==> src/source/psum_cfg.svh <==
`ifndef PSUM_CFG_SVH
`define PSUM_CFG_SVH

// psum fifo entries
`define PSUM_FIFO_DEPTH 8

// max glb reads in one refill round
`define PSUM_REFILL_BURST 4

// half word select codes for a glb word
`define LOAD_LO_HALF 2'd1 // bits 15:0
`define LOAD_HI_HALF 2'd2 // bits 31:16

// glb depth in 32-bit words
`define GLB_WORDS 256

`endif // PSUM_CFG_SVH
==> src/source/psum_pkg.sv <==
package psum_pkg;

    // glb byte address
    typedef logic [15:0] glb_addr_t;

    // one glb word
    typedef logic [31:0] glb_data_t;

    // fifo entry, zero-extended half word
    typedef logic [31:0] psum_t;

    // number of pops in one task
    typedef logic [31:0] pop_num_t;

    // request as seen by the glb port
    typedef struct packed {
        logic      we;    // 1 = write
        glb_addr_t addr;  // byte address
        glb_data_t wdata;
    } glb_req_t;

    // input-sum controller task states
    typedef enum logic [1:0] {
        IDLE,
        CAN_POP,
        PUSH,
        WAIT
    } ipsum_state_t;

endpackage

==> src/source/glb_arbiter.sv <==
`timescale 1ns/1ns

module glb_arbiter (
    input  logic               clk,
    input  logic               rst_n,
    input  logic               req0_i,
    input  psum_pkg::glb_req_t req0_i_pkt,
    input  logic               req1_i,
    input  psum_pkg::glb_req_t req1_pkt_i,
    output logic               gnt0_o,
    output logic               gnt1_o,
    output psum_pkg::glb_req_t glb_req_o,
    output logic               glb_en_o
);

    // set when requester 1 won the most recent grant
    logic last1_q;

    // on a tie the requester that did not win last goes first
    assign gnt0_o = req0_i && (!req1_i || last1_q);
    assign gnt1_o = req1_i && (!req0_i || !last1_q);

    assign glb_en_o  = gnt0_o || gnt1_o;
    assign glb_req_o = gnt0_o ? req0_i_pkt : req1_pkt_i; // only meaningful with glb_en_o

    always_ff @(posedge clk or negedge rst_n) begin
        if (!rst_n)
            last1_q <= 1'b1; // first tie goes to writeback
        else if (gnt0_o)
            last1_q <= 1'b0;
        else if (gnt1_o)
            last1_q <= 1'b1;
    end

endmodule

==> config.mk <==
export PLATFORM = sky130hd
export DESIGN_NAME = glb_arbiter
export DESIGN_NICKNAME = d
export VERILOG_FILES = /design/src/source/psum_cfg.svh /design/src/source/psum_pkg.sv /design/src/source/glb_arbiter.sv
export SDC_FILE = /design/constraint.sdc
export NUM_CORES = 1
export LEC_CHECK = 0
export ABC_AREA = 1
export BUFFER_PORTS_ARGS = -buffer_cell sky130_fd_sc_hd__buf_2
export CAP_MARGIN = 10
export CORE_AREA = 2 2 60 62
export DETAILED_ROUTE_END_ITERATION = 12
export DIE_AREA = 0 0 62 64
export GPL_TIMING_DRIVEN = 0
export PLACE_DENSITY_LB_ADDON = 0.12
export SYNTH_ARGS = -nofsm -noshare
export SYNTH_HDL_FRONTEND = slang
export SYNTH_SLANG_ARGS = --single-unit
==> constraint.sdc <==
create_clock -name clk -period 1.7 [get_ports clk]
set_input_delay 0.255 -clock clk [delete_from_list [all_inputs] [get_ports clk]]
set_output_delay 0.255 -clock clk [all_outputs]
set_load 0.02 [all_outputs]
[Word level (Yosys, flattened, before mapping)]
Index checks and enable logic that the tools add are counted.
Word-level totals
  output and inout port bits: 52
  register bits after elaboration: 1
  input bits: 102
Operators by class
  reductions and logical operators: 9
  mux-type cells: 3
Operator list (count)
  $mux 49: 1
  $logic_not 1->1: 3
  $logic_or 1x1->1: 3
  $logic_and 1x1->1: 2
  $mux 1: 2
  $reduce_bool 2->1: 1

[Longest topological paths before layout]
  depth after elaboration: 5
  gate-level depth with buffers: 5

[Least setup slack after synthesis]
Ideal clock, no wire load.
  path type: register to output
  start: register last1_q
  end: output glb_req_o[0] (netlist name)
  cell stages (with the launch flop): 6
  path buffers: 1
  data arrival time: 1.051 ns
  setup slack: 0.394 ns
  cells stage by stage: dfstp_2 > inv_2 > nand2_4 > buf_8 > nand3_1 > nand2_1
RTL lines
  from (decl): RTL line glb_arbiter.sv:17  | logic last1_q;
  from (signal assigned): RTL line glb_arbiter.sv:28  | last1_q <= 1'b1;
  from (signal assigned): RTL line glb_arbiter.sv:30  | last1_q <= 1'b0;
  from (signal assigned): RTL line glb_arbiter.sv:32  | last1_q <= 1'b1;
  to (decl): RTL line glb_arbiter.sv:12  | output psum_pkg::glb_req_t glb_req_o,

==> summary.md <==
| Metric | Value |
|---|---|
| Status | complete, no violations |
| Required time worst endpoint | about 1400 ps |
| Cell row count | 21 |
| Synth cell types | 12 |
| Worst setup EP type | primary output |
| DR WL/cell | 10.5 um |
| Routed WL | between 3 and 4 mm |
| Mapped Area | 0.00105 mm^2 |
| Final #Nets | about 430 |
| Yosys warning count | 0 |
| Chip width | 62 um |
| Worst skew pair latency | 0 ps |
| Sequential share of the synthesized area | 0.0251 |
| Flop2flop setup slack | ~660 ps |
| HPWL after DPL | roughly 3.2 mm |
| Drt drc | 0 |
| Worst-margin pin slew | 140 ps |
| Hold_ws | 193 ps |
| Postcts setup bufs | 0 |
| Final setup viols | 0 |
| Largest register FFs | 1 |
| Largest net degree at the start of global routing | 11 |
| CTS clk-pin slew, worst paths | 0 ps |
| Commonest non-fill, non-tap cells in the layout | 152 x buf_2, 90 x nand3_1, 50 x nand2_1 |
| Max capacitance violation total | 0 |
| Leak Pwr | ~0.0012 uW |
| Worst Setup Start Kind | register |
| WS Path Type | reg2out |
| Chip height | roughly 64 um |
| Vias in the first global route | roughly 1500 |
| Io pins | 154 |
| Post-Syn Instances | between 150 and 200 |
| Initial antenna violation count | 0 |
| Routed Antenna Nets | 0 |
| Reg2reg end | last1_q |
| Max Slew Vio Count | 0 |
| Part of the cycle the worst path needs | 0.835 |
| Share of layout cells above drive strength 1 | 0.570 |
| Syn-to-layout area delta | 78.0% |
| Setup_tns | 0 ps |
| Top flop regs | last1_q: 1 flops |
| Tmin final | ~1400 ps |
| # port buffers | 152 |
| Critical path launch point | last1_q |
| Placed inst area | 0.00187 mm^2 |
| Synthesized flop and latch total | 1 |
| Slew headroom | 0.905 |
| Post-layout util | 0.568 |
| Vias per cell | 4.67 |
| Avg Cell Area, Syn | just under 6 um^2 |
| Die area | 0.00397 mm^2 |
| RSZ-0062 raised after global routing | no |
| DR iter-0 viols | between 50 and 60 |
| Biggest register | last1_q |
| Commonest non-fill, non-tap cell in the layout | buf_2 |
| Worst-case reg-to-reg path depth | 4 |
| Ant diodes | 0 |
| CP arrival | about 1200 ps |
| Power Density | approximately 450 mW/mm^2 |
| Worst VDD drop | about 230 uV |
| Peak Freq | 705 MHz |
| CP endpoint | glb_req_o[26] |
| Cts hold-fix bufs | 0 |
| Total gr overflow | 0 |
| Post-route cell area | approximately 0.0019 mm^2 |
| First-pass GRT wire length | roughly 5.9 mm |
| Starting Density | 0.319 |
| Initial DRT Pass Iterations | 4 |
| Total Routing Usage GR | 0.179 |
| Final Hold Fails | 0 |
| CORE AREA | roughly 0.0033 mm^2 |
| Reg2reg start | last1_q |
| Max FO, Critical Path | 10 |
| Dpl ws | roughly 280 ps |
| Setup ws final | between 200 and 300 ps |
| Mapped Nets | 280 |
| Post_cts resized | 0 |
| Via count | ~1800 |
| Hold Path Class | in2async |
| GP Congestion | 0.745 |
| Worst Skew | 0 ps |
-- cell type report --
class,instances,area [um^2]
multi-input cells,154,772
plain buffers,21,243
flip-flops and latches,1,26.3
inverters,2,7.51
fillers,356,1420
well taps,46,57.6
repair buffers,152,761
-- critical path: stages (launching register included) --
cell	delay, ps
dfstp_2	550
inv_2	60
nand2_4	120
buf_8	140
nand3_1	70
nand2_1	60
buf_2	150
-- per-layer routing --
metal / routed length, um / GRT usage / share of wire
met2: 1950 / 0.344 / 0.49
met5: 0 / 0 / 0
met1: 1640 / 0.211 / 0.41
met3: 348 / 0.0121 / 0.088
met4: 30 / 0.0239 / 0.0076
-- Yosys cell counts --
cell type | n | area [um^2]
buf_4 | 4 | 30.0
buf_6 | 11 | 124
clkbuf_8 | 1 | 13.8
nand2_4 | 3 | 33.8
buf_8 | 5 | 75.1
nand2_1 | 50 | 188
nand3_1 | 90 | 450
nand3_2 | 9 | 90.1
a21oi_1 | 1 | 5.00
o21ai_0 | 1 | 5.00
dfstp_2 | 1 | 26.3
inv_2 | 2 | 7.51
-- metrics by stage --
| step | std cells | power [uW] |
|---|---|---|
| 2_1_floorplan | 178 | 550 |
| 4_1_cts | 376 | 840 |
| 3_5_place_dp | 376 | 836 |
| 3_3_place_gp | 376 | 833 |
| 6_report | 376 | 831 |
| 5_1_grt | 376 | 914 |
-- kinds of logic (layout without fill, tap and decap cells) --
group                  Yosys count  after routing  synth area share
and+or+nand+nor                152            152             0.727
buffers and inverters           23            175             0.239
AOI/OAI and AO/OA                2              2           0.00954
DFF                              1              1            0.0251
-- worst min-delay path by stage --
stage | start | to | slack [ps] | cells after the start
global placement | rst_n | last1_q | 190 | 1
detailed placement | rst_n | last1_q | 190 | 1
floorplan | rst_n | last1_q | 110 | 0
global route | rst_n | last1_q | 210 | 1
finish | rst_n | last1_q | 190 | 1
CTS | rst_n | last1_q | 200 | 1
-- power breakdown --
part	switching [uW]	internal (uW)	leakage [uW]	total, uW
Combinational	455	340	0.00121	796
Sequential	5.03	30.6	0.0000105	35.6
Clock	0	0	0	0
Note: power is estimated with default switching activity, not from simulation.
