## config.mk

```make
export PLATFORM = sky130hd
export DESIGN_NAME = opsum_wb_ctrl
export DESIGN_NICKNAME = d
export VERILOG_FILES = /design/src/source/psum_cfg.svh /design/src/source/psum_pkg.sv /design/src/source/opsum_wb_ctrl.sv
export SDC_FILE = /design/constraint.sdc
export NUM_CORES = 1
export LEC_CHECK = 0
export ABC_AREA = 1
export BUFFER_PORTS_ARGS = -buffer_cell sky130_fd_sc_hd__clkbuf_2
export CORE_ASPECT_RATIO = 0.9
export CORE_MARGIN = 2
export CORE_UTILIZATION = 40
export CTS_BUF_LIST = sky130_fd_sc_hd__clkbuf_4 sky130_fd_sc_hd__clkbuf_8 sky130_fd_sc_hd__clkbuf_16
export CTS_CLUSTER_SIZE = 30
export DETAILED_ROUTE_END_ITERATION = 7
export GPL_TIMING_DRIVEN = 0
export PLACE_DENSITY = 0.76
export SLEW_MARGIN = 30
export SYNTH_ARGS = -nofsm -noshare
export SYNTH_HDL_FRONTEND = slang
export SYNTH_SLANG_ARGS = --single-unit
```

## constraint.sdc

```tcl
create_clock -name clk -period 1.6 [get_ports clk]
set_input_delay 0.24 -clock clk [delete_from_list [all_inputs] [get_ports clk]]
set_output_delay 0.24 -clock clk [all_outputs]
set_load 0.005 [all_outputs]
```

## src/source/psum_cfg.svh

```systemverilog
`ifndef PSUM_CFG_SVH
`define PSUM_CFG_SVH

// psum fifo entries
`define PSUM_FIFO_DEPTH 8

// max glb reads in one refill round
`define PSUM_REFILL_BURST 4

// half word select codes for a glb word
`define LOAD_LO_HALF 2'd1 // bits 15:0
`define LOAD_HI_HALF 2'd2 // bits 31:16

// glb depth in 32-bit words
`define GLB_WORDS 256

`endif // PSUM_CFG_SVH
```

## src/source/psum_pkg.sv

```systemverilog
package psum_pkg;

    // glb byte address
    typedef logic [15:0] glb_addr_t;

    // one glb word
    typedef logic [31:0] glb_data_t;

    // fifo entry, zero-extended half word
    typedef logic [31:0] psum_t;

    // number of pops in one task
    typedef logic [31:0] pop_num_t;

    // request as seen by the glb port
    typedef struct packed {
        logic      we;    // 1 = write
        glb_addr_t addr;  // byte address
        glb_data_t wdata;
    } glb_req_t;

    // input-sum controller task states
    typedef enum logic [1:0] {
        IDLE,
        CAN_POP,
        PUSH,
        WAIT
    } ipsum_state_t;

endpackage

```

## src/source/opsum_wb_ctrl.sv

```systemverilog
`timescale 1ns/1ns

module opsum_wb_ctrl (
    input  logic                clk,
    input  logic                rst_n,
    input  logic                fifo_clear_i,
    input  logic                opsum_valid_i,
    input  psum_pkg::glb_data_t opsum_data_i,
    input  psum_pkg::glb_addr_t opsum_base_i,
    output logic                opsum_ready_o,
    output logic                wr_req_o,
    output psum_pkg::glb_req_t  wr_pkt_o,
    input  logic                wr_gnt_i
);
    import psum_pkg::*;

    logic      hold_q;  // one word waiting for the glb
    glb_data_t data_q;
    glb_addr_t wr_ptr;
    logic      accept;

    assign opsum_ready_o = !hold_q;
    assign accept        = opsum_valid_i && !hold_q;

    always_ff @(posedge clk or negedge rst_n) begin
        if (!rst_n)
            hold_q <= 1'b0;
        else if (accept)
            hold_q <= 1'b1;
        else if (wr_gnt_i)
            hold_q <= 1'b0; // free again next cycle
    end

    always_ff @(posedge clk) begin
        if (accept)
            data_q <= opsum_data_i;
    end

    // pointer moves once the word is written, so the request holds still
    always_ff @(posedge clk or negedge rst_n) begin
        if (!rst_n)
            wr_ptr <= '0;
        else if (fifo_clear_i)
            wr_ptr <= '0;
        else if (wr_gnt_i)
            wr_ptr <= wr_ptr + 16'd4;
    end

    assign wr_req_o       = hold_q;
    assign wr_pkt_o.we    = 1'b1;
    assign wr_pkt_o.addr  = opsum_base_i + wr_ptr;
    assign wr_pkt_o.wdata = data_q;

endmodule

```

* Word-level counts from Yosys, hierarchy flattened
Index checks and enable logic that the tools add are counted.
** Storage, ports and cells
- Logic and storage cells :: 13
- Output and inout bits :: 51
- Input port bits :: 53
- Register bits after elaboration :: 49
** Operators by class
- Reductions and logical operators :: 4
- Muxes and demuxes :: 4
- $add $sub $neg :: 2
** Operator list (count)
- 16-bit 2-to-1 mux :: 2
- 16-bit adder :: 1
- 16-bit by 3-bit adder with 16-bit output (second input constant) :: 1
- 2-bit nonzero test :: 2
- 1-bit 2-to-1 mux :: 2
- 1-bit logical AND :: 1
- 1-bit zero test :: 1

* Longest topological paths before layout
- Word-level depth :: 3
- Depth in mapped cells :: 9
- Gate-level depth less buffers :: 9

* Least setup slack after synthesis
No wires, ideal clock.
- Kind :: register -> output
- Start :: register wr_ptr[4]
- End :: output wr_pkt_o[47] (netlist bit)
- Path slack :: -0.007 ns
- Stages on the path, launching flop included :: 9
- Buffers on the path :: 0
- Data required time :: 1.360 ns
- Data arrival time :: 1.367 ns
- Cells stage by stage :: dfrtp_1 -> ha_1 -> or2_2 -> nand3_1 -> nand2_1 -> nand2_1 -> nand2_1 -> nand2_1 -> nand2_1
** RTL lines
- start, declared :: RTL line opsum_wb_ctrl.sv:19 : glb_addr_t wr_ptr;
- start signal, assigned :: RTL line opsum_wb_ctrl.sv:46 : wr_ptr <= wr_ptr + 16'd4;
- end, declared :: RTL line opsum_wb_ctrl.sv:12 : output psum_pkg::glb_req_t wr_pkt_o,

==> metrics.md <==
| Metric | Value |
|---|---|
| Outcome | finished, violations left |
| Failing checks | negative setup slack |
| CP arrival | 1.76 ns |
| DP HPWL | 4.55 mm |
| Top Family by Delay on Critical Path | simple AND/OR/NAND/NOR gates |
| Synth Instances | 281 |
| Ys async rst share | 31.9% |
| Chip Height | 79.4 um |
| Total iterations of the first detailed-routing run | 4 |
| Crit-path cells | ha_4 -> nand2_1 -> nor2_1 -> nand2_1 -> nand2_1 -> xor2_1 -> clkbuf_2 |
| Total net switching power | 0.636 mW |
| Cell area after synthesis | 2530 um^2 |
| Root Driver | clkbuf_8 |
| Vias in the first global route | 2144 |
| Sequential share of power | 54.9% |
| Post-synth top flop | edfxtp_1 |
| IO Port Bufs | 100 |
| Final Max Tran Viols | 0 |
| Peak Freq | 0.499 GHz |
| WL/cell | 13.5 um |
| Setup CP Type | reg2out |
| Vias/cell | 4.72 |
| Antenna Nets Post-Route | 0 |
| Max H-tree Level | 2 |
| TritonCTS Buffers | 5 |
| Least-Margin Pin Slew | 0.670 ns |
| Slew headroom | 55.3% |
| Largest net degree at the start of global routing | 33 |
| Antenna violations before repair | 0 |
| Switching share of power | 24.8% |
| Logic pwr share | 18.3% |
| Ant. Diodes | 0 |
| Hold Vio Cnt, Final | 0 |
| CTS Buffer Depth | 2 |
| CP startpoint | wr_ptr[9] |
| Clk pin slew, worst setup/hold paths | 0.08 ns |
| CP endpoint kind | primary output |
| Post-route worst setup slack | -0.403 ns |
| Die span in x | 87.8 um |
| Max_cap viols | 0 |
| Residual DRC | 0 |
| GP Congestion | 0.865 |
| Worst Clk Skew | 0.00759 ns |
| Post-Route WL | 6.68 mm |
| First-pass GRT wire length | 9.99 mm |
| CP max FO | 4 |
| Worst vdd ir | 0.000444 V |
| Worst setup SP type | register |
| Netlist cell types | 27 |
| Power Density | 694 nW/um^2 |
| WP data required | 1.36 ns |
| HP Class | in2reg |
| Overall routing resource usage | 18.6% |
| Post-Place Cell Area | 3150 um^2 |
| Register bit count reported by yosys | 47 |
| Final core occ | 60.4% |
| YS warnings | 0 |
| Crit-path slowest cell | dfrtp_1 |
| Crit path top cell by count | nand2_1 |
| RR Startpoint | wr_ptr[3] |
| Sum Neg Setup Slack | -3.79 ns |
| Total via count in the routed design | 2342 |
| DRT iter0 DRCs | 92 |
| Grt ovf | 0 |
| WP buf/inv | 1 |
| CTS tree | built |
| Internal power | 1.93 mW |
| Core area | 6110 um^2 |
| Post-route cell area | 3690 um^2 |
| Nets | 475 |
| Post-synth EDFFs | 32 |
| Crit path time final | 2.00 ns |
| Clock share of power | 26.8% |
| Clock sink count | 47 |
| Die footprint | 6980 um^2 |
| Clk Latency, worst-skew pair | 0.29 ns |
| Initial Utilization | 41.4% |
| HP Start | opsum_data_i[21] |
| Syn_area_per_cell | 9.00 um^2 |
| Area grow syn2layout | 46.0% |
| Layout cells sized above 1 | 47.7% |
| Fin crit share | 125% |
| Num ports | 104 |
| DP Worst Slack | -0.227 ns |
| RSZ-0062 raised after global routing | true |
| CP peak stage delay | 0.43 ns |
| Register area share after synthesis | 52.8% |
| Final setup fails | 13 |
| Leak Pwr | 1.80 nW |
| Num rows | 27 |
| Synthesized Nets | 348 |
==> through the flow <==
step                      instances  power [mW]  hold WS [ns]
after floorplan                 281        1.60       -0.0556
after global placement          468        1.78         0.181
after detailed placement        468        1.80         0.189
after CTS                       494        2.56         0.107
after global routing            496        2.70         0.102
final                           496        2.56         0.119
==> per-layer routing <==
metal / GRT usage [%] / vias to the layer above / part of all wire (%)
li1: - / 1157 / -
met1: 23.7 / 1124 / 41
met2: 32.9 / 55 / 55
met3: 2.69 / 6 / 3.2
met4: 4.92 / 0 / 1.2
met5: 0 / - / 0
==> power by group through the flow <==
stage / logic [mW] / clock network [mW] / registers (mW)
after global placement: 0.350 / 0 / 1.43
after global routing: 0.519 / 0.763 / 1.41
after floorplan: 0.153 / 0 / 1.44
after CTS: 0.445 / 0.711 / 1.41
final: 0.470 / 0.686 / 1.41
after detailed placement: 0.361 / 0 / 1.44
==> worst paths after layout <==
| path | end | slack (ns) | cells past startpoint |
|---|---|---|---|
| worst max-delay path | wr_pkt_o[42] | -0.40 | 7 |
| worst min-delay path | data_q[21] | 0.12 | 1 |
| worst max register to register | wr_ptr[6] | 0.12 | 9 |
| worst min register to register | wr_req_o | 0.58 | 2 |
| max in group asynchronous | wr_ptr[10] | 0.88 | 2 |
| min in group asynchronous | wr_ptr[9] | 0.40 | 2 |
==> area by class of cell <==
cell class / count / area [um^2]
clock buffer: 6 / 76.3
timing repair buffer: 120 / 664
fill: 529 / 2420
clock inverter: 2 / 7.51
tap: 87 / 109
sequential: 47 / 1350
inverter: 44 / 165
multi-input combinational: 185 / 1300
buffer: 5 / 30.0
==> synth_stat cells, types with 3 or more instances <==
master / number / share of area (%)
xor2_1: 7 / 2.4
xnor2_1: 3 / 1.0
nor2_1: 27 / 4.0
nand4_1: 4 / 0.99
buf_4: 3 / 0.89
inv_1: 43 / 6.4
dfrtp_1: 15 / 15
ha_1: 14 / 6.9
a21oi_1: 16 / 3.2
nand3_1: 16 / 3.2
nand2_2: 3 / 0.74
edfxtp_1: 32 / 38
nand2_1: 74 / 11
o21ai_0: 8 / 1.6
==> repair_timing <==
| item | CTS | global route |
|---|---|---|
| pin swaps | 17 | 18 |
| hold endpoints to repair | 15 | 0 |
| resized for setup | 44 | 30 |
| endpoints found under the setup margin | 12 | 14 |
| setup buffers | 17 | 3 |
| hold buffers | 1 | 0 |
==> state kept, by name, indices dropped and copies added, names as in the netlist <==
register	cells
data_q	32
wr_ptr	14
wr_req_o	1
==> cells by family after synthesis <==
logic type	Yosys count	share of synthesized area, %
AOI/OAI and AO/OA	25	5.04
xor gates and xnor gates	10	3.46
adders and majority gates	14	6.92
buffers and inverters	49	7.71
DFF	47	52.8
other	1	0.148
and+or+nand+nor	135	23.9
==> cells in the final DEF (no fill, tap or decap), drive strengths merged <==
cell / Yosys / final
clkbuf: 2 / 102
nand2: 77 / 77
inv: 44 / 44
edfxtp: 32 / 32
nor2: 30 / 30
buf: 3 / 28
nand3: 18 / 18
a21oi: 16 / 16
dfrtp: 15 / 15
ha: 14 / 14
o21ai: 8 / 8
xor2: 7 / 7
nand4: 4 / 4
nor3: 4 / 4
xnor2: 3 / 3
clkinv: 0 / 2
or2: 1 / 1
o21bai: 1 / 1
nand3b: 1 / 1
conb: 1 / 1
dlygate4sd3: 0 / 1
Power figures use the tool's default switching activity.
