## config.mk

```make
export PLATFORM = sky130hd
export DESIGN_NAME = psum_fifo
export DESIGN_NICKNAME = d
export VERILOG_FILES = /design/src/source/psum_pkg.sv /design/src/source/psum_fifo.sv
export VERILOG_INCLUDE_DIRS = /design/src /design/src/source
export SDC_FILE = /design/constraint.sdc
export NUM_CORES = 1
export LEC_CHECK = 0
export ABC_AREA = 1
export BUFFER_PORTS_ARGS = -buffer_cell sky130_fd_sc_hd__buf_4
export CAP_MARGIN = 0
export CORE_ASPECT_RATIO = 1.2
export CORE_MARGIN = 2
export CORE_UTILIZATION = 55
export CTS_CLUSTER_DIAMETER = 200
export DETAILED_ROUTE_END_ITERATION = 7
export PLACE_DENSITY = 0.76
export SYNTH_ARGS = -nofsm -noshare
export SYNTH_HDL_FRONTEND = slang
export SYNTH_SLANG_ARGS = --single-unit
```

## constraint.sdc

```tcl
create_clock -name clk -period 3.6 [get_ports clk]
set_input_delay 0 -clock clk [delete_from_list [all_inputs] [get_ports clk]]
set_output_delay 0 -clock clk [all_outputs]
set_load 0.02 [all_outputs]
```

## src/source/psum_cfg.svh

```systemverilog
`ifndef PSUM_CFG_SVH
`define PSUM_CFG_SVH

// psum fifo entries
`define PSUM_FIFO_DEPTH 8

// max glb reads in one refill round
`define PSUM_REFILL_BURST 4

// half word select codes for a glb word
`define LOAD_LO_HALF 2'd1 // bits 15:0
`define LOAD_HI_HALF 2'd2 // bits 31:16

// glb depth in 32-bit words
`define GLB_WORDS 256

`endif // PSUM_CFG_SVH
```

## src/source/psum_pkg.sv

```systemverilog
package psum_pkg;

    // glb byte address
    typedef logic [15:0] glb_addr_t;

    // one glb word
    typedef logic [31:0] glb_data_t;

    // fifo entry, zero-extended half word
    typedef logic [31:0] psum_t;

    // number of pops in one task
    typedef logic [31:0] pop_num_t;

    // request as seen by the glb port
    typedef struct packed {
        logic      we;    // 1 = write
        glb_addr_t addr;  // byte address
        glb_data_t wdata;
    } glb_req_t;

    // input-sum controller task states
    typedef enum logic [1:0] {
        IDLE,
        CAN_POP,
        PUSH,
        WAIT
    } ipsum_state_t;

endpackage

```

## src/source/psum_fifo.sv

```systemverilog
`timescale 1ns/1ns
`include "psum_cfg.svh"

module psum_fifo (
    input  logic            clk,
    input  logic            rst_n,
    input  logic            clear_i,
    input  logic            push_i,
    input  psum_pkg::psum_t push_data_i,
    input  logic            pop_i,
    output psum_pkg::psum_t pop_data_o,
    output logic            full_o,
    output logic            empty_o
);
    import psum_pkg::*;

    localparam int unsigned PTR_W = $clog2(`PSUM_FIFO_DEPTH);
    localparam int unsigned CNT_W = $clog2(`PSUM_FIFO_DEPTH + 1);

    psum_t            mem [`PSUM_FIFO_DEPTH];
    logic [PTR_W-1:0] wr_ptr;
    logic [PTR_W-1:0] rd_ptr;
    logic [CNT_W-1:0] count;
    logic             do_push;
    logic             do_pop;

    assign full_o  = (count == CNT_W'(`PSUM_FIFO_DEPTH));
    assign empty_o = (count == '0);

    assign do_push = push_i && !full_o;  // dropped when full
    assign do_pop  = pop_i && !empty_o;

    assign pop_data_o = mem[rd_ptr]; // head of queue

    always_ff @(posedge clk or negedge rst_n) begin
        if (!rst_n) begin
            wr_ptr <= '0;
            rd_ptr <= '0;
            count  <= '0;
        end else if (clear_i) begin
            wr_ptr <= '0;
            rd_ptr <= '0;
            count  <= '0;
        end else begin
            if (do_push)
                wr_ptr <= wr_ptr + 1'b1; // depth is a power of two, wraps
            if (do_pop)
                rd_ptr <= rd_ptr + 1'b1;
            count <= count + CNT_W'(do_push) - CNT_W'(do_pop);
        end
    end

    always_ff @(posedge clk) begin
        if (do_push)
            mem[wr_ptr] <= push_data_i;
    end

endmodule

```

=== Word level (Yosys, flattened, before mapping) ===
Memories as Yosys holds them, arrays and structs flattened.
Index checks and enable logic that the tools add are counted.

* Bits in latches: 0
* Input port bits: 37
* Logic and storage cells: 23
* Bits in writable memories: 256
* ROM bits: 0
* Register bits: 10
* Memories kept: 1

* Reduce and logical (&&, ||, !) cells: 7
* $add $sub $neg: 4
* Equal/unequal tests: 1
* Divide/modulo/power cells: 0
* Order comparisons: 0
* Shift-type cells: 0
* Multiplexer cells: 7
* $mul: 0
* Bitwise gates (word level): 0

{| class="wikitable"
|+ Memory list
! memory !! words !! width !! rd ports !! clocked after memory_dff !! write ports !! line !! RTL
|-
| mem || 8 || 32 || 1 || 0 || 1 || psum_fifo.sv:20 || <nowiki>psum_t mem [`PSUM_FIFO_DEPTH];</nowiki>
|}

{| class="wikitable"
|+ Operator list
! operator !! number
|-
| 2-to-1 mux 3 bit || 4
|-
| adder 3 x 1 -> 3 bit, second input constant || 2
|-
| adder 4 x 1 -> 4 bit || 1
|-
| == test 4 bit, second input constant || 1
|-
| logical NOT 4 bit || 1
|-
| 2-to-1 mux 4 bit || 1
|-
| nonzero test 2 bit || 2
|-
| subtractor 4 x 1 -> 4 bit || 1
|-
| logical AND 1 bit || 2
|-
| logical NOT 1 bit || 2
|-
| 2-to-1 mux 1 bit || 2
|}

=== Depth between registers and ports, before layout ===
* Depth after elaboration: 6
* Mapped depth: 13
* Depth with buffers taken out: 13

=== Least setup slack after synthesis ===
No wires, ideal clock.

* Path kind: flip-flop to flip-flop
* Start point: register count[2]
* End point: memory mem[4][0] (netlist name), enable pin
* Data arrival time: 3.153 ns
* Data required time: 3.139 ns
* Cell stages (with the launch flop): 7
* Library setup time: 0.461 ns
* Slack: -0.014 ns
* Cells stage by stage: dfrtp_1 -> inv_1 -> ha_1 -> nand3_1 -> nand2_1 -> buf_2 -> nor3_1

* Cells in the longest elaborated chain, start to end: 5

{| class="wikitable"
|+ Ends and longest elaborated chain
! what !! line !! RTL
|-
| start, declared || psum_fifo.sv:23 || <nowiki>logic [CNT_W-1:0] count;</nowiki>
|-
| start signal, assigned || psum_fifo.sv:49 || <nowiki>count <= count + CNT_W'(do_push) - CNT_W'(do_pop);</nowiki>
|-
| == test 4 bit || psum_fifo.sv:27 || <nowiki>assign full_o = (count == CNT_W'(`PSUM_FIFO_DEPTH));</nowiki>
|-
| logical NOT 1 bit || psum_fifo.sv:30 || <nowiki>assign do_push = push_i && !full_o;</nowiki>
|-
| logical AND 1 bit || psum_fifo.sv:30 ||
|-
| 2-to-1 mux 1 bit || psum_fifo.sv:54 || <nowiki>if (do_push)</nowiki>
|-
| 2-to-1 mux 1 bit (not written as such) || psum_fifo.sv:55 || <nowiki>mem[wr_ptr] <= push_data_i;</nowiki>
|-
| end, declared || psum_fifo.sv:20 ||
|}

No other way between the ends.

=== Worst setup path in the final report ===
* Start point: register rd_ptr[0]
* End point: output port pop_data_o[21]

* Cells in the longest elaborated chain, start to end: 1

{| class="wikitable"
|+ Ends and longest elaborated chain
! what !! line !! RTL
|-
| start, declared || psum_fifo.sv:22 || <nowiki>logic [PTR_W-1:0] rd_ptr;</nowiki>
|-
| start signal, assigned || psum_fifo.sv:48 || <nowiki>rd_ptr <= rd_ptr + 1'b1;</nowiki>
|-
| memory read (8 x 32 bit) || -- ||
|-
| end, declared || psum_fifo.sv:11 || <nowiki>output psum_pkg::psum_t pop_data_o,</nowiki>
|}

No other way between the ends.

==> summary.md <==
| Metric | Value |
|---|---|
| Remaining DRCs | `0` |
| Global-route usage over all layers | `21.7%` |
| Post-synthesis sequential area ratio | `67.4%` |
| Starting Density | `56.1%` |
| Data required, critical path | `3.60 ns` |
| Post-Route Utilization | `65.9%` |
| 1st-iter DRT viols | `579` |
| Register area | `7940 um2` |
| Multi-input combinational cell area | `2600 um2` |
| Clock root buffer | `clkbuf_16` |
| Clock Path Buffers | `3` |
| Crit path to | `pop_data_o[21]` |
| Die Area | `22600 um2` |
| Flop2flop setup slack | `1.08 ns` |
| Fillers | `1532` |
| Complex-gate fraction of the synthesized area | `0.0425%` |
| Post-synthesis mux area share | `0%` |
| Final setup TNS | `0 ns` |
| Mapped Avg Cell Area | `9.82 um2` |
| Layout net count | `1349` |
| Maximum level of the CTS H-tree | `1` |
| I/O Pins | `71` |
| Worst Tran Pin Value | `0.916 ns` |
| Vias | `7976` |
| Area after DPL | `12600 um2` |
| Worst hold path class | `primary input to flop` |
| Crit start category | `flop` |
| Synth Area in XOR/XNOR | `0.0744%` |
| Critical Path Fanout Max | `84` |
| Total of max-cap violations | `0` |
| Slew Viols, Final | `0` |
| Crit-path slowest cell | `buf_4` |
| Reg2reg path depth | `10` |
| Routability cong. | `0.777` |
| Total grt overflow | `0` |
| Final clock skew | `0.00791 ns` |
| Row count | `58` |
| Detailed Routing Iterations Pass 1 | `5` |
| Routed Antenna Nets | `0` |
| Crit end category | `primary output` |
| Final-report hold violation count | `0` |
| Fin cells | `1592` |
| Worst r2r src | `count[2]` |
| Period minus WS final | `2.69 ns` |
| Port bufs | `70` |
| Cell Pwr Density | `636 nW/um2` |
| Layout cells sized above 1 | `10.7%` |
| DPL Wire Length | `12900 um` |
| Synth area leaders | `edfxtp_1, nand2_1, inv_1` |
| Clock latency on the worst-skew pair | `0.52 ns` |
| Commonest non-fill, non-tap cells in the layout | `nand2_1, inv_1, edfxtp_1` |
| Yosys reg bits | `266` |
| PostCTS Resize Cnt | `0` |
| Vias per std cell | `5.01` |
| Clock-pin slew on the worst setup and hold paths | `0.06 ns` |
| Share of the synthesized area in the top cell type | `65.3%` |
| WL/cell | `15.1 um` |
| Clock Sink Count | `266` |
| RSZ-0062 raised after global routing | `false` |
| Setup WS pre-CTS | `1.10 ns` |
| YS warnings | `0` |
| Max Freq | `372 MHz` |
| Global-route wire length before repair | `37600 um` |
| Number of global-route vias before repair | `7649` |
| Simple-Gate Fraction of Synth Area | `20.6%` |
| Final wirelength | `24000 um` |
| Status | `finished, final reports clean` |
| Slowest stage delay, CP | `0.69 ns` |
| Commonest non-fill, non-tap cell in the layout | `nand2_1` |
| Worst Setup SP | `rd_ptr[0]` |
| Final setup violating endpoints | `0` |
| Inserted Clock Buffers | `26` |
| Leakage | `6.42 nW` |
| Worst EP arrival | `2.69 ns` |
| Placed cell count | `1508` |
| Final Cell Area | `13800 um2` |
| Initial antenna violation count | `0` |
| Worst-path cell chain | `clkinv_2 -> buf_4 -> nand2_1 -> nand3_1 -> nand2_1 -> nand2_1 -> nand2_1 -> buf_4` |
| Max VDD drop | `0.000511 V` |
| Largest net degree at the start of global routing | `85` |
| Mapped Cells | `1198` |
| Core Region | `21000 um2` |
| Mapped Area | `11800 um2` |
| Die W | `138 um` |
| Synth cell types | `17` |
| CTS tree | `done` |
| Post-Synth Adder-Cell Area | `1.02%` |
| Largest family of logic cells by synthesized area | `simple AND/OR/NAND/NOR gates` |
| Critical path type | `flop to primary output` |
| Area growth from synthesis to layout | `17.4%` |
| Slew HR | `39.0%` |
| Die Height | `164 um` |
| Worst setup margin | `0.914 ns` |
| Worst R2R End | `count[2]` |
| Yosys top cell by area | `edfxtp_1` |
| Syn nets | `1244` |
| Final Cycle Share | `74.6%` |
| Antenna cells | `0` |
| Worst path most repeated cell | `nand2_1` |
-- state kept, by name, summed over array words and instances, names as in the netlist --
name    count
mem       256
wr_ptr      3
count       4
rd_ptr      3
-- per-layer routing --
metal	wire length (um)	up-vias	track usage, %
li1	-	3933	-
met3	1200	37	2.99
met2	12500	209	38.9
met5	0	-	0
met1	9840	3797	27.3
met4	423	0	6.28
-- metrics by stage --
stage	total power, W	hold slack [ns]
after floorplan	0.00535	-0.296
after global routing	0.00926	0.222
after detailed placement	0.00616	-0.163
final	0.00878	0.219
after global placement	0.00608	-0.162
after CTS	0.00884	0.187
-- critical path: cells and delay by family (launching register included) --
family                 cells  cell delay (ns)
DFF                        1             0.66
and+or+nand+nor            5             0.47
buffers and inverters      3             0.97
-- timing repair --
item,CTS,global route
hold buffers,37,0
endpoints found under the hold margin,276,0
setup endpoints to repair,0,0
buffers inserted,0,0
-- cell usage after synthesis --
master	count
nor3_1	8
or2_2	1
nand4_1	6
inv_1	275
fa_1	1
nand3_1	137
a21oi_1	1
dfrtp_1	10
nor2_1	9
nand2_1	433
clkbuf_1	10
inv_2	2
ha_1	8
edfxtp_1	256
buf_1	6
buf_2	34
xnor2_1	1
-- final cells by class --
cell class              count  area share (%)
clock buffers              31            5.00
multi-input cells         605            18.8
clock inverters            16            1.12
flip-flops and latches    266            57.5
inverters                 277            7.53
well taps                 270            2.45
repair buffers            127            7.57
-- report_power, final --
group	switching, W	internal, W	total [W]
sequential	0.000102	0.00360	0.00371
clock	0.00107	0.00158	0.00265
combinational	0.00160	0.000826	0.00243
-- worst min-delay path by stage --
stage                        from       end  slack [ns]  depth (start not counted)
after global routing      clear_i  count[0]        0.22                          3
after global placement      rst_n  count[3]       -0.16                          1
after detailed placement    rst_n  count[1]       -0.16                          1
final                     clear_i  count[0]        0.22                          3
after CTS                 clear_i  count[0]        0.19                          3
after floorplan             rst_n  count[0]       -0.30                          0
-- cells by family (layout without fill, tap and decap cells) --
group | count (synthesis) | count (layout)
buffers and inverters | 327 | 451
flip-flops | 266 | 266
AND/OR/NAND/NOR | 594 | 594
AO/OA/AOI/OAI | 1 | 1
adder cells (fa/ha/maj) | 9 | 9
XOR/XNOR | 1 | 1
Note: power is estimated with default switching activity, not from simulation.
