--- src/source/psum_cfg.svh ---
`ifndef PSUM_CFG_SVH
`define PSUM_CFG_SVH

// psum fifo entries
`define PSUM_FIFO_DEPTH 8

// max glb reads in one refill round
`define PSUM_REFILL_BURST 4

// half word select codes for a glb word
`define LOAD_LO_HALF 2'd1 // bits 15:0
`define LOAD_HI_HALF 2'd2 // bits 31:16

// glb depth in 32-bit words
`define GLB_WORDS 256

`endif // PSUM_CFG_SVH
--- src/source/psum_pkg.sv ---
package psum_pkg;

    // glb byte address
    typedef logic [15:0] glb_addr_t;

    // one glb word
    typedef logic [31:0] glb_data_t;

    // fifo entry, zero-extended half word
    typedef logic [31:0] psum_t;

    // number of pops in one task
    typedef logic [31:0] pop_num_t;

    // request as seen by the glb port
    typedef struct packed {
        logic      we;    // 1 = write
        glb_addr_t addr;  // byte address
        glb_data_t wdata;
    } glb_req_t;

    // input-sum controller task states
    typedef enum logic [1:0] {
        IDLE,
        CAN_POP,
        PUSH,
        WAIT
    } ipsum_state_t;

endpackage

--- src/source/ipsum_fifo_ctrl.sv ---
`timescale 1ns/1ns
`include "psum_cfg.svh"

module ipsum_fifo_ctrl (
    input  logic                clk,
    input  logic                rst_n,
    input  logic                glb_busy_i,     // writeback owns the glb
    input  logic                fifo_clear_i,
    input  logic                need_pop_i,     // task start pulse
    input  psum_pkg::pop_num_t  pop_num_i,
    input  logic                mask_i,
    input  logic                permit_push_i,  // read grant
    input  logic                fifo_full_i,
    input  logic                fifo_empty_i,
    input  psum_pkg::glb_addr_t base_addr_i,
    input  psum_pkg::glb_data_t glb_rdata_i,
    output logic                fifo_push_o,
    output psum_pkg::psum_t     fifo_push_data_o,
    output logic                fifo_pop_o,
    output logic                read_req_o,
    output psum_pkg::glb_addr_t read_addr_o,
    output logic                is_pop_state_o,
    input  logic                pe_array_move_i,
    output logic                done_o
);
    import psum_pkg::*;

    localparam int unsigned BURST_W = $clog2(`PSUM_REFILL_BURST + 1);

    ipsum_state_t       state_q;
    ipsum_state_t       state_d;
    pop_num_t           pop_num_q;
    pop_num_t           pop_cnt;
    glb_addr_t          read_ptr;
    logic [BURST_W-1:0] req_cnt;
    logic [1:0]         load_sel_q;
    logic               last_pop;
    logic               round_done;

    assign last_pop   = fifo_pop_o && ((pop_cnt + 1'b1) == pop_num_q);
    // all reads of this round granted and the last one already pushed
    assign round_done = (req_cnt == BURST_W'(`PSUM_REFILL_BURST)) && !fifo_push_o;

    always_ff @(posedge clk or negedge rst_n) begin
        if (!rst_n)
            state_q <= IDLE;
        else if (fifo_clear_i)
            state_q <= IDLE;
        else
            state_q <= state_d;
    end

    always_comb begin
        state_d = state_q;
        unique case (state_q)
            IDLE: begin
                if (need_pop_i)
                    state_d = fifo_empty_i ? PUSH : CAN_POP;
            end
            CAN_POP: begin
                if (last_pop)
                    state_d = IDLE;
                else if (fifo_empty_i)
                    state_d = PUSH; // refill
            end
            PUSH: begin
                if (fifo_full_i || round_done)
                    state_d = glb_busy_i ? WAIT : CAN_POP;
            end
            WAIT: begin
                if (!glb_busy_i)
                    state_d = CAN_POP;
            end
            default: state_d = IDLE;
        endcase
    end

    always_ff @(posedge clk or negedge rst_n) begin
        if (!rst_n)
            pop_num_q <= '0;
        else if (need_pop_i)
            pop_num_q <= pop_num_i;
    end

    always_ff @(posedge clk or negedge rst_n) begin
        if (!rst_n)
            pop_cnt <= '0;
        else if (fifo_clear_i || state_q == IDLE)
            pop_cnt <= '0;
        else if (fifo_pop_o)
            pop_cnt <= pop_cnt + 1'b1;
    end

    // half word granularity, two bytes per read
    always_ff @(posedge clk or negedge rst_n) begin
        if (!rst_n)
            read_ptr <= '0;
        else if (fifo_clear_i)
            read_ptr <= '0;
        else if (permit_push_i)
            read_ptr <= read_ptr + 16'd2;
    end

    assign read_addr_o = base_addr_i + read_ptr;

    always_ff @(posedge clk or negedge rst_n) begin
        if (!rst_n)
            req_cnt <= '0;
        else if (fifo_clear_i || state_q == IDLE || state_q == CAN_POP)
            req_cnt <= '0; // new round
        else if (permit_push_i)
            req_cnt <= req_cnt + 1'b1;
    end

    assign read_req_o = (state_q == PUSH) && !fifo_full_i
                        && (req_cnt < BURST_W'(`PSUM_REFILL_BURST));

    // push lines up with the sram read data
    always_ff @(posedge clk or negedge rst_n) begin
        if (!rst_n) begin
            fifo_push_o <= 1'b0;
            load_sel_q  <= `LOAD_LO_HALF;
        end else begin
            fifo_push_o <= permit_push_i && !fifo_full_i && !fifo_clear_i;
            load_sel_q  <= read_addr_o[1] ? `LOAD_HI_HALF : `LOAD_LO_HALF;
        end
    end

    always_comb begin
        case (load_sel_q)
            `LOAD_LO_HALF: fifo_push_data_o = {16'd0, glb_rdata_i[15:0]};
            `LOAD_HI_HALF: fifo_push_data_o = {16'd0, glb_rdata_i[31:16]};
            default:       fifo_push_data_o = '0;
        endcase
    end

    assign fifo_pop_o = (state_q == CAN_POP) && !fifo_empty_i && pe_array_move_i && mask_i;

    assign done_o         = (state_q == IDLE);
    assign is_pop_state_o = (state_q == CAN_POP);

endmodule

--- config.mk ---
export PLATFORM = sky130hd
export DESIGN_NAME = ipsum_fifo_ctrl
export DESIGN_NICKNAME = d
export VERILOG_FILES = /design/src/source/psum_pkg.sv /design/src/source/ipsum_fifo_ctrl.sv
export VERILOG_INCLUDE_DIRS = /design/src /design/src/source
export SDC_FILE = /design/constraint.sdc
export NUM_CORES = 1
export LEC_CHECK = 0
export ABC_AREA = 0
export BUFFER_PORTS_ARGS = -buffer_cell sky130_fd_sc_hd__buf_2
export CORE_MARGIN = 2
export CORE_UTILIZATION = 35
export CTS_BUF_LIST = sky130_fd_sc_hd__clkbuf_8 sky130_fd_sc_hd__clkbuf_16
export CTS_CLUSTER_DIAMETER = 120
export DETAILED_ROUTE_END_ITERATION = 8
export PLACE_DENSITY_LB_ADDON = 0.2
export SLEW_MARGIN = 15
export SYNTH_ARGS = -nofsm -noshare
export SYNTH_HDL_FRONTEND = slang
export SYNTH_SLANG_ARGS = --single-unit
--- constraint.sdc ---
create_clock -name clk -period 7.7 [get_ports clk]
set_input_delay 0.385 -clock clk [delete_from_list [all_inputs] [get_ports clk]]
set_output_delay 0.385 -clock clk [all_outputs]
set_load 0.02 [all_outputs]
---- Yosys cells after proc, flatten, opt, wreduce, memory -nomap -nowiden ----
Index checks and enable logic that the tools add are counted.
cells by class
  add/subtract/negate cells ............... 4
  magnitude comparators ................... 1
  equality and inequality tests ........... 11
  muxes and demuxes ....................... 17
  reduce and logical (&&, ||, !) cells .... 21
operators by type and width
  kind                   count
  $mux 32                2
  $add 32x1->32 const B  1
  $eq 32x32->1           1
  $mux 16                2
  $pmux 16 s2            1
  $mux 2                 9
  $add 16x16->16         1
  $add 16x2->16 const B  1
  $logic_and 1x1->1      9
  $ne 3x3->1 const B     3
  $pmux 2 s4             1
  $eq 2x2->1 const B     3
  $mux 3                 2
  $reduce_bool 2->1      3
  $eq 2x1->1 const B     2
  $logic_not 1->1        4
  $ne 4x3->1 const B     1
  $reduce_and 4->1       1
  $add 3x1->3 const B    1
  $eq 3x3->1 const B     1
  $logic_or 1x1->1       3
  $lt 3x3->1 const B     1
  $logic_not 2->1        1
storage, ports and cells
  flip-flop bits (word level) ............. 88
  input port bits ......................... 90
  output and inout bits ................... 53
  logic and storage cells ................. 61

---- Longest topological paths before layout ----
Gate-level depths: netlist of run 1.
  depth in word-level cells ............... 8
  depth in mapped cells ................... 9
  depth with buffers taken out ............ 8

---- Worst setup path before layout of run 1 ----
No wires, ideal clock.
  path type ............................... register -> output
  from .................................... reg read_ptr[2]
  to ...................................... out read_addr_o[15]
  data arrival time ....................... 2.089 ns
  data required time ...................... 7.315 ns
  path slack .............................. 5.226 ns
  cell stages (with the launch flop) ...... 9
  path buffers ............................ 0
  cells stage by stage .................... dfrtp_1 > ha_1 > a21oi_1 > o211ai_1 > o211ai_1 > a31oi_1 > a21o_1 > a21oi_1 > xnor2_1
on the way
  cells in the longest elaborated chain, start to end .. 1
RTL lines
  element                 line                    RTL
  start, declared         ipsum_fifo_ctrl.sv:34   glb_addr_t read_ptr;
  start signal, assigned  ipsum_fifo_ctrl.sv:101  read_ptr <= read_ptr + 16'd2;
  $add 16x16->16          ipsum_fifo_ctrl.sv:104  assign read_addr_o = base_addr_i + read_ptr;
  end, declared           ipsum_fifo_ctrl.sv:21   output psum_pkg::glb_addr_t read_addr_o,
No other way between the ends.

---- Final worst setup path of run 1 ----
  from .................................... reg state_q[1]
  to ...................................... reg state_q[0]
on the way
  cells in the longest elaborated chain, start to end .. 8
  elaborated cells between the ends (all ways) .. 16
  classes of those cells .................. 7 x eq/ne; 3 x mux; 6 x reduce/logical
RTL lines
  element                         line                                           RTL
  start, declared                 ipsum_fifo_ctrl.sv:30                          ipsum_state_t state_q;
  start signal, assigned          ipsum_fifo_ctrl.sv:50                          state_q <= state_d;
  $eq 2x1->1                      ipsum_fifo_ctrl.sv:55, ipsum_fifo_ctrl.sv:137
  $logic_and 1x1->1 (3 in a row)  ipsum_fifo_ctrl.sv:137                         assign fifo_pop_o = (state_q == CAN_POP) && !fifo_empty_i && pe_array_move_i && mask_i;
  $logic_and 1x1->1               ipsum_fifo_ctrl.sv:40                          assign last_pop = fifo_pop_o && ((pop_cnt + 1'b1) == pop_num_q);
  $mux 2                          ipsum_fifo_ctrl.sv:61                          if (last_pop)
  $pmux 2 s4                      ipsum_fifo_ctrl.sv:55                          unique case (state_q)
  $mux 2                          ipsum_fifo_ctrl.sv:47                          else if (fifo_clear_i)
Parallel ways exist; a longest one is shown, timed or not.
A chain may end at the register's enable or synchronous reset.

==> run_results.csv, run 1 <==
group,metric,value,unit
run_status,status,"complete, no violations",
logic_synthesis,synthArstFlopShare,1.00,
power,swShare,0.277,
timing,slew_violations,0,
routing,drtAntennaViolNets,0,
cells_and_area,post-route-cell-area,6760,um2
worst_setup_path,r2r_cells,8,
grt,grt_remaining_overflow,0,
power,comb_power_share,0.183,
clock_tree,clockBufferDepth,2,
cells_and_area,diodes,0,
timing,finalCriticalPeriod,3.14,ns
routing,drc,0,
logic_synthesis,synth_flop_cell,"dfrtp_1",
timing,skew,0.00969,ns
worst_setup_path,r2r_slack,4.56,ns
timing,setup_viol,0,
logic_synthesis,yosys_warnings,0,
logic_synthesis,synth-seq-area-share,0.378,
worst_setup_path,slowest_delay,0.71,ns
cells_and_area,n_fill_cell,1610,
grt,grt_usage,0.174,
power,switching_power,325,uW
worst_setup_path,cp_slowest_cell,"inv_1",
grt,grt_pass1_vias,4793,
timing,final_hold_viol_count,0,
routing,vias,4899,
clock_tree,cts_tree,"yes",
timing,tightestPinTransition,0.839,ns
timing,setup_tns,0,ns
worst_setup_path,r2r_start,"state_q[1]",
die,fp.dieW,132,um
run,maxCapViolCount,0,
worst_setup_path,path_cells,"nor2b_1, nand4b_1, inv_1, o2111ai_1, nor4_1, nand4_1, nor4_1, a31oi_1",
die,die_h,132,um
placed_design,place_hpwl,11.4,mm
clock_tree,clk_pin_slew,0.07,ns
cells_and_area,regArea,2180,um2
power,power.share.sequential,0.425,
power,power_density,173,nW/um2
cells_and_area,drive_above_1_share,0.243,
die,ios,143,
timing,holdWs,0.0797,ns
clock_tree,cts-htree-levels,3,
worst_setup_path,startpoint_type,"flop",
die,floorplan.rows,46,
clock_tree,cts-resized-gates,0,
routing,drtIter0Drc,283,
cells_and_area,final_nets,841,
timing,grt_setup_unrepaired,"false",
clock_tree,cts_buffers,9,
hold_path,hold_path.class,"input port to asynchronous set/reset pin",
timing,relSlewSlack,0.441,
worst_setup_path,required,7.93,ns
power,p_int,847,uW
cells_and_area,area_growth,17.2,%
timing,period_share,0.408,
logic_synthesis,syn_area,5770,um2
worst_setup_path,path_common_cell,"nor4_1",
placed_design,port_buffers,124,
logic_synthesis,syn_avg_cell_area,9.09,um2
routing,first_pass_iters,4,
clock_tree,cts_sinks,87,
die,initial_core_util,0.361,
worst_setup_path,critPathArrivalTime,3.37,ns
logic_synthesis,syn_inst,635,
cells_and_area,multi_input_area,3330,um2
timing,fmax,318,MHz
grt,grt_pass1_wl,24.3,mm
grt,grt_max_degree,88,
placed_design,gp_congestion,0.883,
logic_synthesis,synth-seq-cells,87,
logic_synthesis,ys_types,52,
placed_design,postPlaceCellArea,6440,um2
clock_tree,postCtsSetupBuffers,0,
worst_setup_path,r2r-end,"state_q[0]",
routing,vias_per_cell,5.15,
worst_setup_path,critical_path_peak_fanout,15,
worst_setup_path,critPathCaptureType,"flop",
die,design.die.area,17500,um2
logic_synthesis,synth-edff-count,0,
clock_tree,clockRootBuffer,"clkbuf_16",
grt,grt_antenna_before_repair,1,
routing,routedWlPerCell,15.8,um
power,clkPwrFrac,0.393,
power,max-vdd-ir-drop,0.0858,mV
worst_setup_path,crit_type,"flop to flop",
die,core_area,16000,um2
power,p_leak,0.00292,uW
clock_tree,clk-insertion-delay-late,0.35,ns
clock_tree,cts_hold_buffers,0,
routing,finalWirelength,15.1,mm
==> through the flow <==
stage	utilization	instances	setup WS, ns	power, uW
finish	0.423	952	4.56	1170
global route	0.423	952	4.21	1230
floorplan	-	650	5.23	647
global placement	0.403	936	4.81	718
detailed placement	0.403	936	4.55	723
CTS	0.422	952	4.53	1190
==> cells by family (layout without fill, tap and decap cells) <==
logic type | Yosys count | count (layout) | share of synthesized area
xor+xnor | 92 | 92 | 0.140
other cells | 1 | 16 | 0.000650
compound gates | 94 | 94 | 0.102
mux | 32 | 32 | 0.0618
simple gates | 243 | 243 | 0.219
fa+ha+maj | 20 | 20 | 0.0434
flops | 87 | 87 | 0.378
buf+inv | 66 | 152 | 0.0557
==> layer usage <==
layer,vias up,track usage,part of all wire
met5,-,0,0.00086
met4,2,0.0633,0.023
met3,24,0.0419,0.062
met2,166,0.292,0.48
met1,2313,0.218,0.43
li1,2394,-,-
==> layout by cell type, fill, tap and decap left out, drive strengths merged, types with 6 or more instances in the layout <==
cell type and n:
a21oi 28, a22oi 16, a31oi 6, and3 12
and4 7, buf 124, clkbuf 9, conb 16
dfrtp 86, ha 20, inv 13, mux2 29
nand2 36, nand3 18, nand4 19, nor2 82
nor3 16, nor4 13, o21ai 22, or3 16
xnor2 59, xor2 33
==> flip-flops by register name (all words and copies together), names as in the netlist <==
register     count
fifo_push_o      1
state_q          2
req_cnt          3
pop_cnt         32
load_sel_q       2
read_ptr        15
pop_num_q       32
==> worst max-delay path, delay by kind of cell (launching register included) <==
family                 cells  cell delay, ns
AO/OA/AOI/OAI              2            0.36
buffers and inverters      1            0.71
flip-flops                 1            0.45
AND/OR/NAND/NOR            5            1.49
==> layout make-up <==
cell class | count | area share
multi-input combinational | 497 | 0.492
tap | 216 | 0.0400
timing repair buffer | 124 | 0.0927
clock buffer | 9 | 0.0333
sequential | 87 | 0.322
clock inverter | 7 | 0.0133
inverter | 12 | 0.00666
==> power groups by stage <==
stage | sequential [uW] | combinational [uW] | clock, uW
5_1_grt | 501 | 234 | 497
2_1_floorplan | 500 | 146 | 0
4_1_cts | 498 | 217 | 479
3_5_place_dp | 507 | 216 | 0
3_3_place_gp | 506 | 212 | 0
6_report | 498 | 214 | 460
==> how the worst max path moves through the flow <==
stage	start	to	cells past startpoint
2_1_floorplan	read_ptr[2]	read_addr_o[15]	8
3_3_place_gp	state_q[1]	state_q[0]	8
3_5_place_dp	state_q[1]	state_q[0]	8
4_1_cts	state_q[1]	state_q[0]	8
5_1_grt	state_q[0]	state_q[0]	8
6_report	state_q[1]	state_q[0]	8
==> cells in the mapped netlist, types with 3 or more instances <==
library cell	n	area share
a22oi_1	16	0.021
mux2i_1	3	0.0052
nand2_1	36	0.023
buf_1	5	0.0033
dfrtp_1	86	0.37
nand2b_1	4	0.0043
mux2_2	29	0.057
xor2_1	33	0.050
nor2_1	82	0.053
nor3b_1	3	0.0039
or3_1	16	0.017
and3_1	12	0.013
nand4b_1	3	0.0046
and4_1	7	0.011
buf_2	6	0.0052
inv_1	12	0.0078
o2111ai_1	5	0.0076
nand3_1	17	0.015
o21ai_0	22	0.019
o21a_1	3	0.0039
a31oi_1	6	0.0065
or2_2	3	0.0033
nor3_1	15	0.013
xnor2_1	59	0.090
ha_1	20	0.043
nor4_1	11	0.012
buf_4	17	0.022
o211ai_1	3	0.0039
clkbuf_1	24	0.016
nor2b_1	5	0.0054
nand4_1	18	0.020
a21oi_1	28	0.024
Power figures use the tool's default switching activity.
==> run 2: changes to the inputs <==
Clock period 7.7 ns to 3.2 ns, I/O delays scaled along.
==> run 2 against run 1 <==
Register-to-register slack worse by 4.3 ns. Combinational power is 140% higher. Largest power group unchanged. First-iteration DRC count is 18% higher. Sequential cell count stayed put. Highest routed layer is now met4. Core utilization is 0.36 points higher. Count of clock-buffer cells in the layout stayed put. Clock power is 140% higher. Sequential share of layout area is 0.27 points lower. Global-route usage is 0.46 points higher.
==> run_results.csv, run 2 (synthesized netlist as in run 1, its figures left out) <==
group,metric,value,unit
timing,fmax,343,MHz
power,p_leak,0.00297,uW
power,max-vdd-ir-drop,0.252,mV
die,die_h,132,um
timing,period_share,0.912,
cells_and_area,final_common_cell,"buf_2",
power,p_int,2040,uW
power,switching_power,773,uW
clock_tree,clockRootBuffer,"clkbuf_16",
worst_setup_path,crit_type,"flop to flop",
die,core_area,16000,um2
power,power.share.sequential,0.428,
die,ios,143,
cells_and_area,largest_registers,"pop_cnt: 32 flops, pop_num_q: 32 flops, read_ptr: 15 flops",
clock_tree,cts_sinks,87,
power,comb_power_share,0.185,
placed_design,gp_congestion,0.866,
cells_and_area,diodes,0,
die,initial_core_util,0.361,
clock_tree,clk_pin_slew,0.06,ns
timing,slew_violations,0,
grt,grt_max_degree,65,
worst_setup_path,critPathCaptureType,"flop",
timing,tightestPinTransition,0.814,ns
timing,final_hold_viol_count,0,
die,design.die.area,17500,um2
cells_and_area,final_nets,850,
power,power_density,412,nW/um2
grt,grt_usage,0.179,
cells_and_area,post-route-util,0.426,
worst_setup_path,required,3.42,ns
routing,drtIter0Drc,335,
clock_tree,postCtsSetupBuffers,0,
timing,setup_viol,0,
routing,drtAntennaViolNets,0,
cells_and_area,drive_above_1_share,0.248,
clock_tree,cts_tree,"yes",
placed_design,port_buffers,124,
routing,routedWlPerCell,16.0,um
hold_path,hold_path.class,"input port to flop",
timing,skew,0.00922,ns
grt,grt_pass1_wl,25.1,mm
worst_setup_path,critical_path_peak_fanout,9,
die,fp.dieW,132,um
power,swShare,0.275,
run_status,status,"complete, no violations",
timing,finalCriticalPeriod,2.92,ns
timing,setup_tns,0,ns
routing,finalWirelength,15.3,mm
run,maxCapViolCount,0,
routing,first_pass_iters,4,
grt,grt_antenna_before_repair,0,
routing,vias_per_cell,5.07,
power,clkPwrFrac,0.388,
cells_and_area,mostFrequentLayoutCells,"123 x buf_2, 86 x dfrtp_1, 82 x nor2_1",
grt,grt_remaining_overflow,0,
die,floorplan.rows,46,
timing,grt_setup_unrepaired,"false",
routing,drc,0,
clock_tree,cts_buffers,9,
clock_tree,clockBufferDepth,2,
clock_tree,cts-htree-levels,3,
routing,vias,4871,
worst_setup_path,startpoint_type,"flop",
timing,relSlewSlack,0.457,
worst_setup_path,critPathArrivalTime,3.14,ns
placed_design,place_hpwl,11.7,mm
grt,grt_pass1_vias,4858,
clock_tree,clk-insertion-delay-late,0.35,ns
cells_and_area,area_growth,18.2,%
==> run 2: critical path, stage by stage (launching register included) <==
cell     delay, ns
dfrtp_1       0.48
ha_1          0.30
nand3_1       0.27
or4_1         0.59
nor4_1        0.37
xnor2_1       0.16
nand4_1       0.11
nor4_1        0.37
a31oi_1       0.12
==> run 2: power by group through the flow <==
stage / sequential (uW) / clock [uW] / combinational (uW)
floorplan: 1200 / 0 / 353
global placement: 1220 / 0 / 512
detailed placement: 1220 / 0 / 521
CTS: 1200 / 1120 / 524
global route: 1210 / 1170 / 569
finish: 1200 / 1090 / 518
==> run 2: final timing paths <==
| check | end | slack (ns) | depth (start not counted) | from |
|---|---|---|---|---|
| setup / recovery | state_q[0] | 0.28 | 8 | pop_cnt[0] |
| hold / removal | pop_num_q[11] | 0.02 | 3 | pop_num_i[11] |
| setup reg to reg | state_q[0] | 0.28 | 8 | pop_cnt[0] |
| hold reg to reg | pop_num_q[4] | 0.54 | 1 | pop_num_q[4] |
| max in group asynchronous | pop_num_q[5] | 2.02 | 3 | rst_n |
| min in group asynchronous | pop_num_q[23] | 0.45 | 2 | rst_n |
==> run 2: through the flow <==
step           setup WS, ns  hold WS (ns)  instance area, um2  instances  total power, uW
6_report              0.281        0.0244                6820        961             2810
5_1_grt              0.0487        0.0175                6820        961             2940
4_1_cts               0.274        0.0101                6820        961             2840
3_5_place_dp          0.335         0.315                6500        944             1740
3_3_place_gp          0.532         0.303                6500        944             1730
2_1_floorplan         0.770        -0.136                5830        650             1560
==> run 2: cell type report <==
class / instances / area [um2]
Clock buffer: 9 / 225
Fill cell: 1641 / 9180
Multi-Input combinational cell: 497 / 3330
Tap cell: 216 / 270
Clock inverter: 7 / 81.3
Inverter: 12 / 45.0
Sequential cell: 87 / 2180
Timing Repair Buffer: 133 / 693
==> run 2: what timing repair did <==
item,in CTS,in global routing
gates resized for setup,0,0
hold buffers,1,0
endpoints found under the hold margin,61,0
==> run 2: routing by layer <==
layer  part of all wire  up-vias  wire length [um]  GRT usage
met3              0.057       15               882     0.0334
met4              0.016        0               243     0.0579
met2               0.48      156              7300      0.303
met5                  0        -                 0          0
li1                   -     2405                 -          -
met1               0.45     2295              6930      0.230
==> run 3: changes to the inputs <==
Settings changed: CORE_UTILIZATION 35 to 27, SETUP_SLACK_MARGIN set to 0.02.
Clock period 3.2 ns to 3 ns, I/O delays scaled along.
==> run 3 against run 2 <==
Sequential cell count unchanged. Clock power about the same. Critical endpoint is now read_addr_o[15]. Largest power group unchanged. Highest routed layer unchanged. Hold slack got worse by 0.0029 ns. Core utilization decreased by 9.7 points.
==> run_results.csv, run 3 (synthesized netlist as in run 1, its figures left out) <==
group,metric,value,unit
die,initial_core_util,0.274,
cells_and_area,largest_registers,"pop_cnt: 32 flops, pop_num_q: 32 flops, read_ptr: 15 flops",
power,power.share.sequential,0.433,
worst_setup_path,path_cells,"ha_1, a21oi_2, o211ai_1, o211ai_1, a31oi_1, a21o_1, a21oi_1, xnor2_1, buf_2",
worst_setup_path,required,2.85,ns
cells_and_area,multi_input_area,3340,um2
timing,final_hold_viol_count,0,
power,p_leak,0.00296,uW
cells_and_area,post-route-util,0.329,
power,switching_power,839,uW
routing,first_pass_iters,6,
clock_tree,clockRootBuffer,"clkbuf_16",
timing,grt_setup_unrepaired,"true",
routing,routedWlPerCell,15.3,um
cells_and_area,area_growth,19.8,%
grt,grt_pass1_wl,24.5,mm
worst_setup_path,cp_slowest_cell,"dfrtp_1",
die,ios,143,
grt,grt_usage,0.139,
worst_setup_path,slowest_delay,0.41,ns
clock_tree,cts_buffers,9,
run_status,status,"complete, no violations",
cells_and_area,diodes,0,
clock_tree,cts-htree-levels,3,
die,fp.dieW,150,um
hold_path,hold_path.class,"input port to flop",
power,power_density,427,nW/um2
die,die_h,150,um
die,design.die.area,22600,um2
clock_tree,clk_pin_slew,0.06,ns
timing,relSlewSlack,0.542,
routing,drtIter0Drc,291,
routing,finalWirelength,15.6,mm
cells_and_area,stdcell_count,1021,
power,max-vdd-ir-drop,0.255,mV
worst_setup_path,worst-path-stages,9,
hold_path,hold_depth,3,
grt,grt_remaining_overflow,0,
timing,setup_viol,0,
clock_tree,cts_tree,"yes",
die,core_area,21000,um2
cells_and_area,n_fill_cell,2261,
power,swShare,0.284,
worst_setup_path,path_common_cell,"o211ai_1",
worst_setup_path,critPathArrivalTime,2.64,ns
worst_setup_path,r2r_cells,8,
clock_tree,postCtsSetupBuffers,0,
placed_design,gp_congestion,0.890,
timing,skew,0.00777,ns
worst_setup_path,critPathTopFamily,"compound AO/OA/AOI/OAI gates",
cells_and_area,final_nets,851,
placed_design,place_hpwl,11.9,mm
power,comb_power_share,0.188,
worst_setup_path,crit_type,"flop to output port",
timing,holdWs,0.0215,ns
power,p_int,2110,uW
routing,vias,4851,
run,maxCapViolCount,0,
worst_setup_path,critPathCaptureType,"output port",
routing,drtAntennaViolNets,0,
timing,setup_tns,0,ns
clock_tree,cts_sinks,87,
clock_tree,clk-insertion-delay-late,0.35,ns
die,floorplan.rows,53,
power,clkPwrFrac,0.378,
timing,period_share,0.929,
placed_design,port_buffers,124,
timing,fmax,359,MHz
grt,grt_antenna_before_repair,0,
timing,slew_violations,0,
cells_and_area,drive_above_1_share,0.251,
clock_tree,clockBufferDepth,2,
routing,vias_per_cell,4.75,
cells_and_area,regArea,2180,um2
cells_and_area,mostFrequentLayoutCells,"123 x buf_2, 86 x dfrtp_1, 82 x nor2_1",
timing,finalCriticalPeriod,2.79,ns
placed_design,place_inst,1003,
timing,tightestPinTransition,0.687,ns
worst_setup_path,startpoint_type,"flop",
worst_setup_path,worst-path-buf-inv,1,
grt,grt_pass1_vias,4604,
cells_and_area,final_common_cell,"buf_2",
routing,drc,0,
grt,grt_max_degree,45,
worst_setup_path,critical_path_peak_fanout,4,
[run 3: changes by cell type in the layout (fill, tap and decap cells not counted)]
cell	before	now
buf_4	9	8
a21oi_1	28	27
a21oi_2	0	1
clkinv_2	2	1
nor4_1	11	10
nor4_2	1	2
clkinvlp_4	0	1
dlygate4sd3_1	1	2
buf_12	0	1
bufinv_16	2	1
clkbuf_8	0	1
[run 3: power by group through the flow]
stage / registers [uW] / clock network [uW] / logic (uW)
final: 1280 / 1120 / 556
after global routing: 1290 / 1220 / 617
after CTS: 1280 / 1170 / 567
after detailed placement: 1300 / 0 / 563
after global placement: 1300 / 0 / 563
after floorplan: 1280 / 0 / 376
[run 3: path summary, 6_finish.rpt]
kind	start	to	slack [ns]
setup reg to reg	pop_cnt[0]	state_q[0]	0.26
hold reg to reg	pop_num_q[6]	pop_num_q[6]	0.53
min in group asynchronous	rst_n	pop_num_q[23]	0.35
setup / recovery	read_ptr[2]	read_addr_o[15]	0.21
hold / removal	pop_num_i[15]	pop_num_q[15]	0.02
max in group asynchronous	rst_n	load_sel_q[0]	1.93
[run 3: layout make-up]
cell class | instances | share of cell area
repair buffers | 134 | 0.104
inverters | 12 | 0.00652
flip-flops and latches | 87 | 0.315
clock inverters | 6 | 0.00778
clock buffers | 10 | 0.0346
well taps | 275 | 0.0498
multi-input cells | 497 | 0.483
[run 3: worst reg2reg max path: stages, from the launching register on]
cell	delay, ns
dfrtp_1	0.46
ha_1	0.27
nand3_1	0.16
or4_1	0.56
nor4_2	0.36
xnor2_1	0.17
o2111ai_1	0.13
nor4_1	0.35
a31oi_1	0.13
[run 3: what timing repair did]
item / CTS / global route
hold endpoints to repair: 44 / 0
hold buffers: 2 / 0
endpoints found under the setup margin: 0 / 2
gates resized for setup: 0 / 2
[run 3: per-stage QoR]
stage | total power, uW | area [um2] | setup WS (ns)
finish | 2950 | 6910 | 0.214
global route | 3120 | 6910 | 0.00109
floorplan | 1660 | 5830 | 0.570
global placement | 1860 | 6590 | 0.408
detailed placement | 1870 | 6590 | 0.305
CTS | 3020 | 6900 | 0.0792
[run 3: per-layer routing]
layer,GRT usage,part of all wire,vias up
met1,0.190,0.47,2253
met2,0.222,0.44,167
met3,0.0264,0.072,20
met5,0,0,-
met4,0.0453,0.017,0
li1,-,-,2411
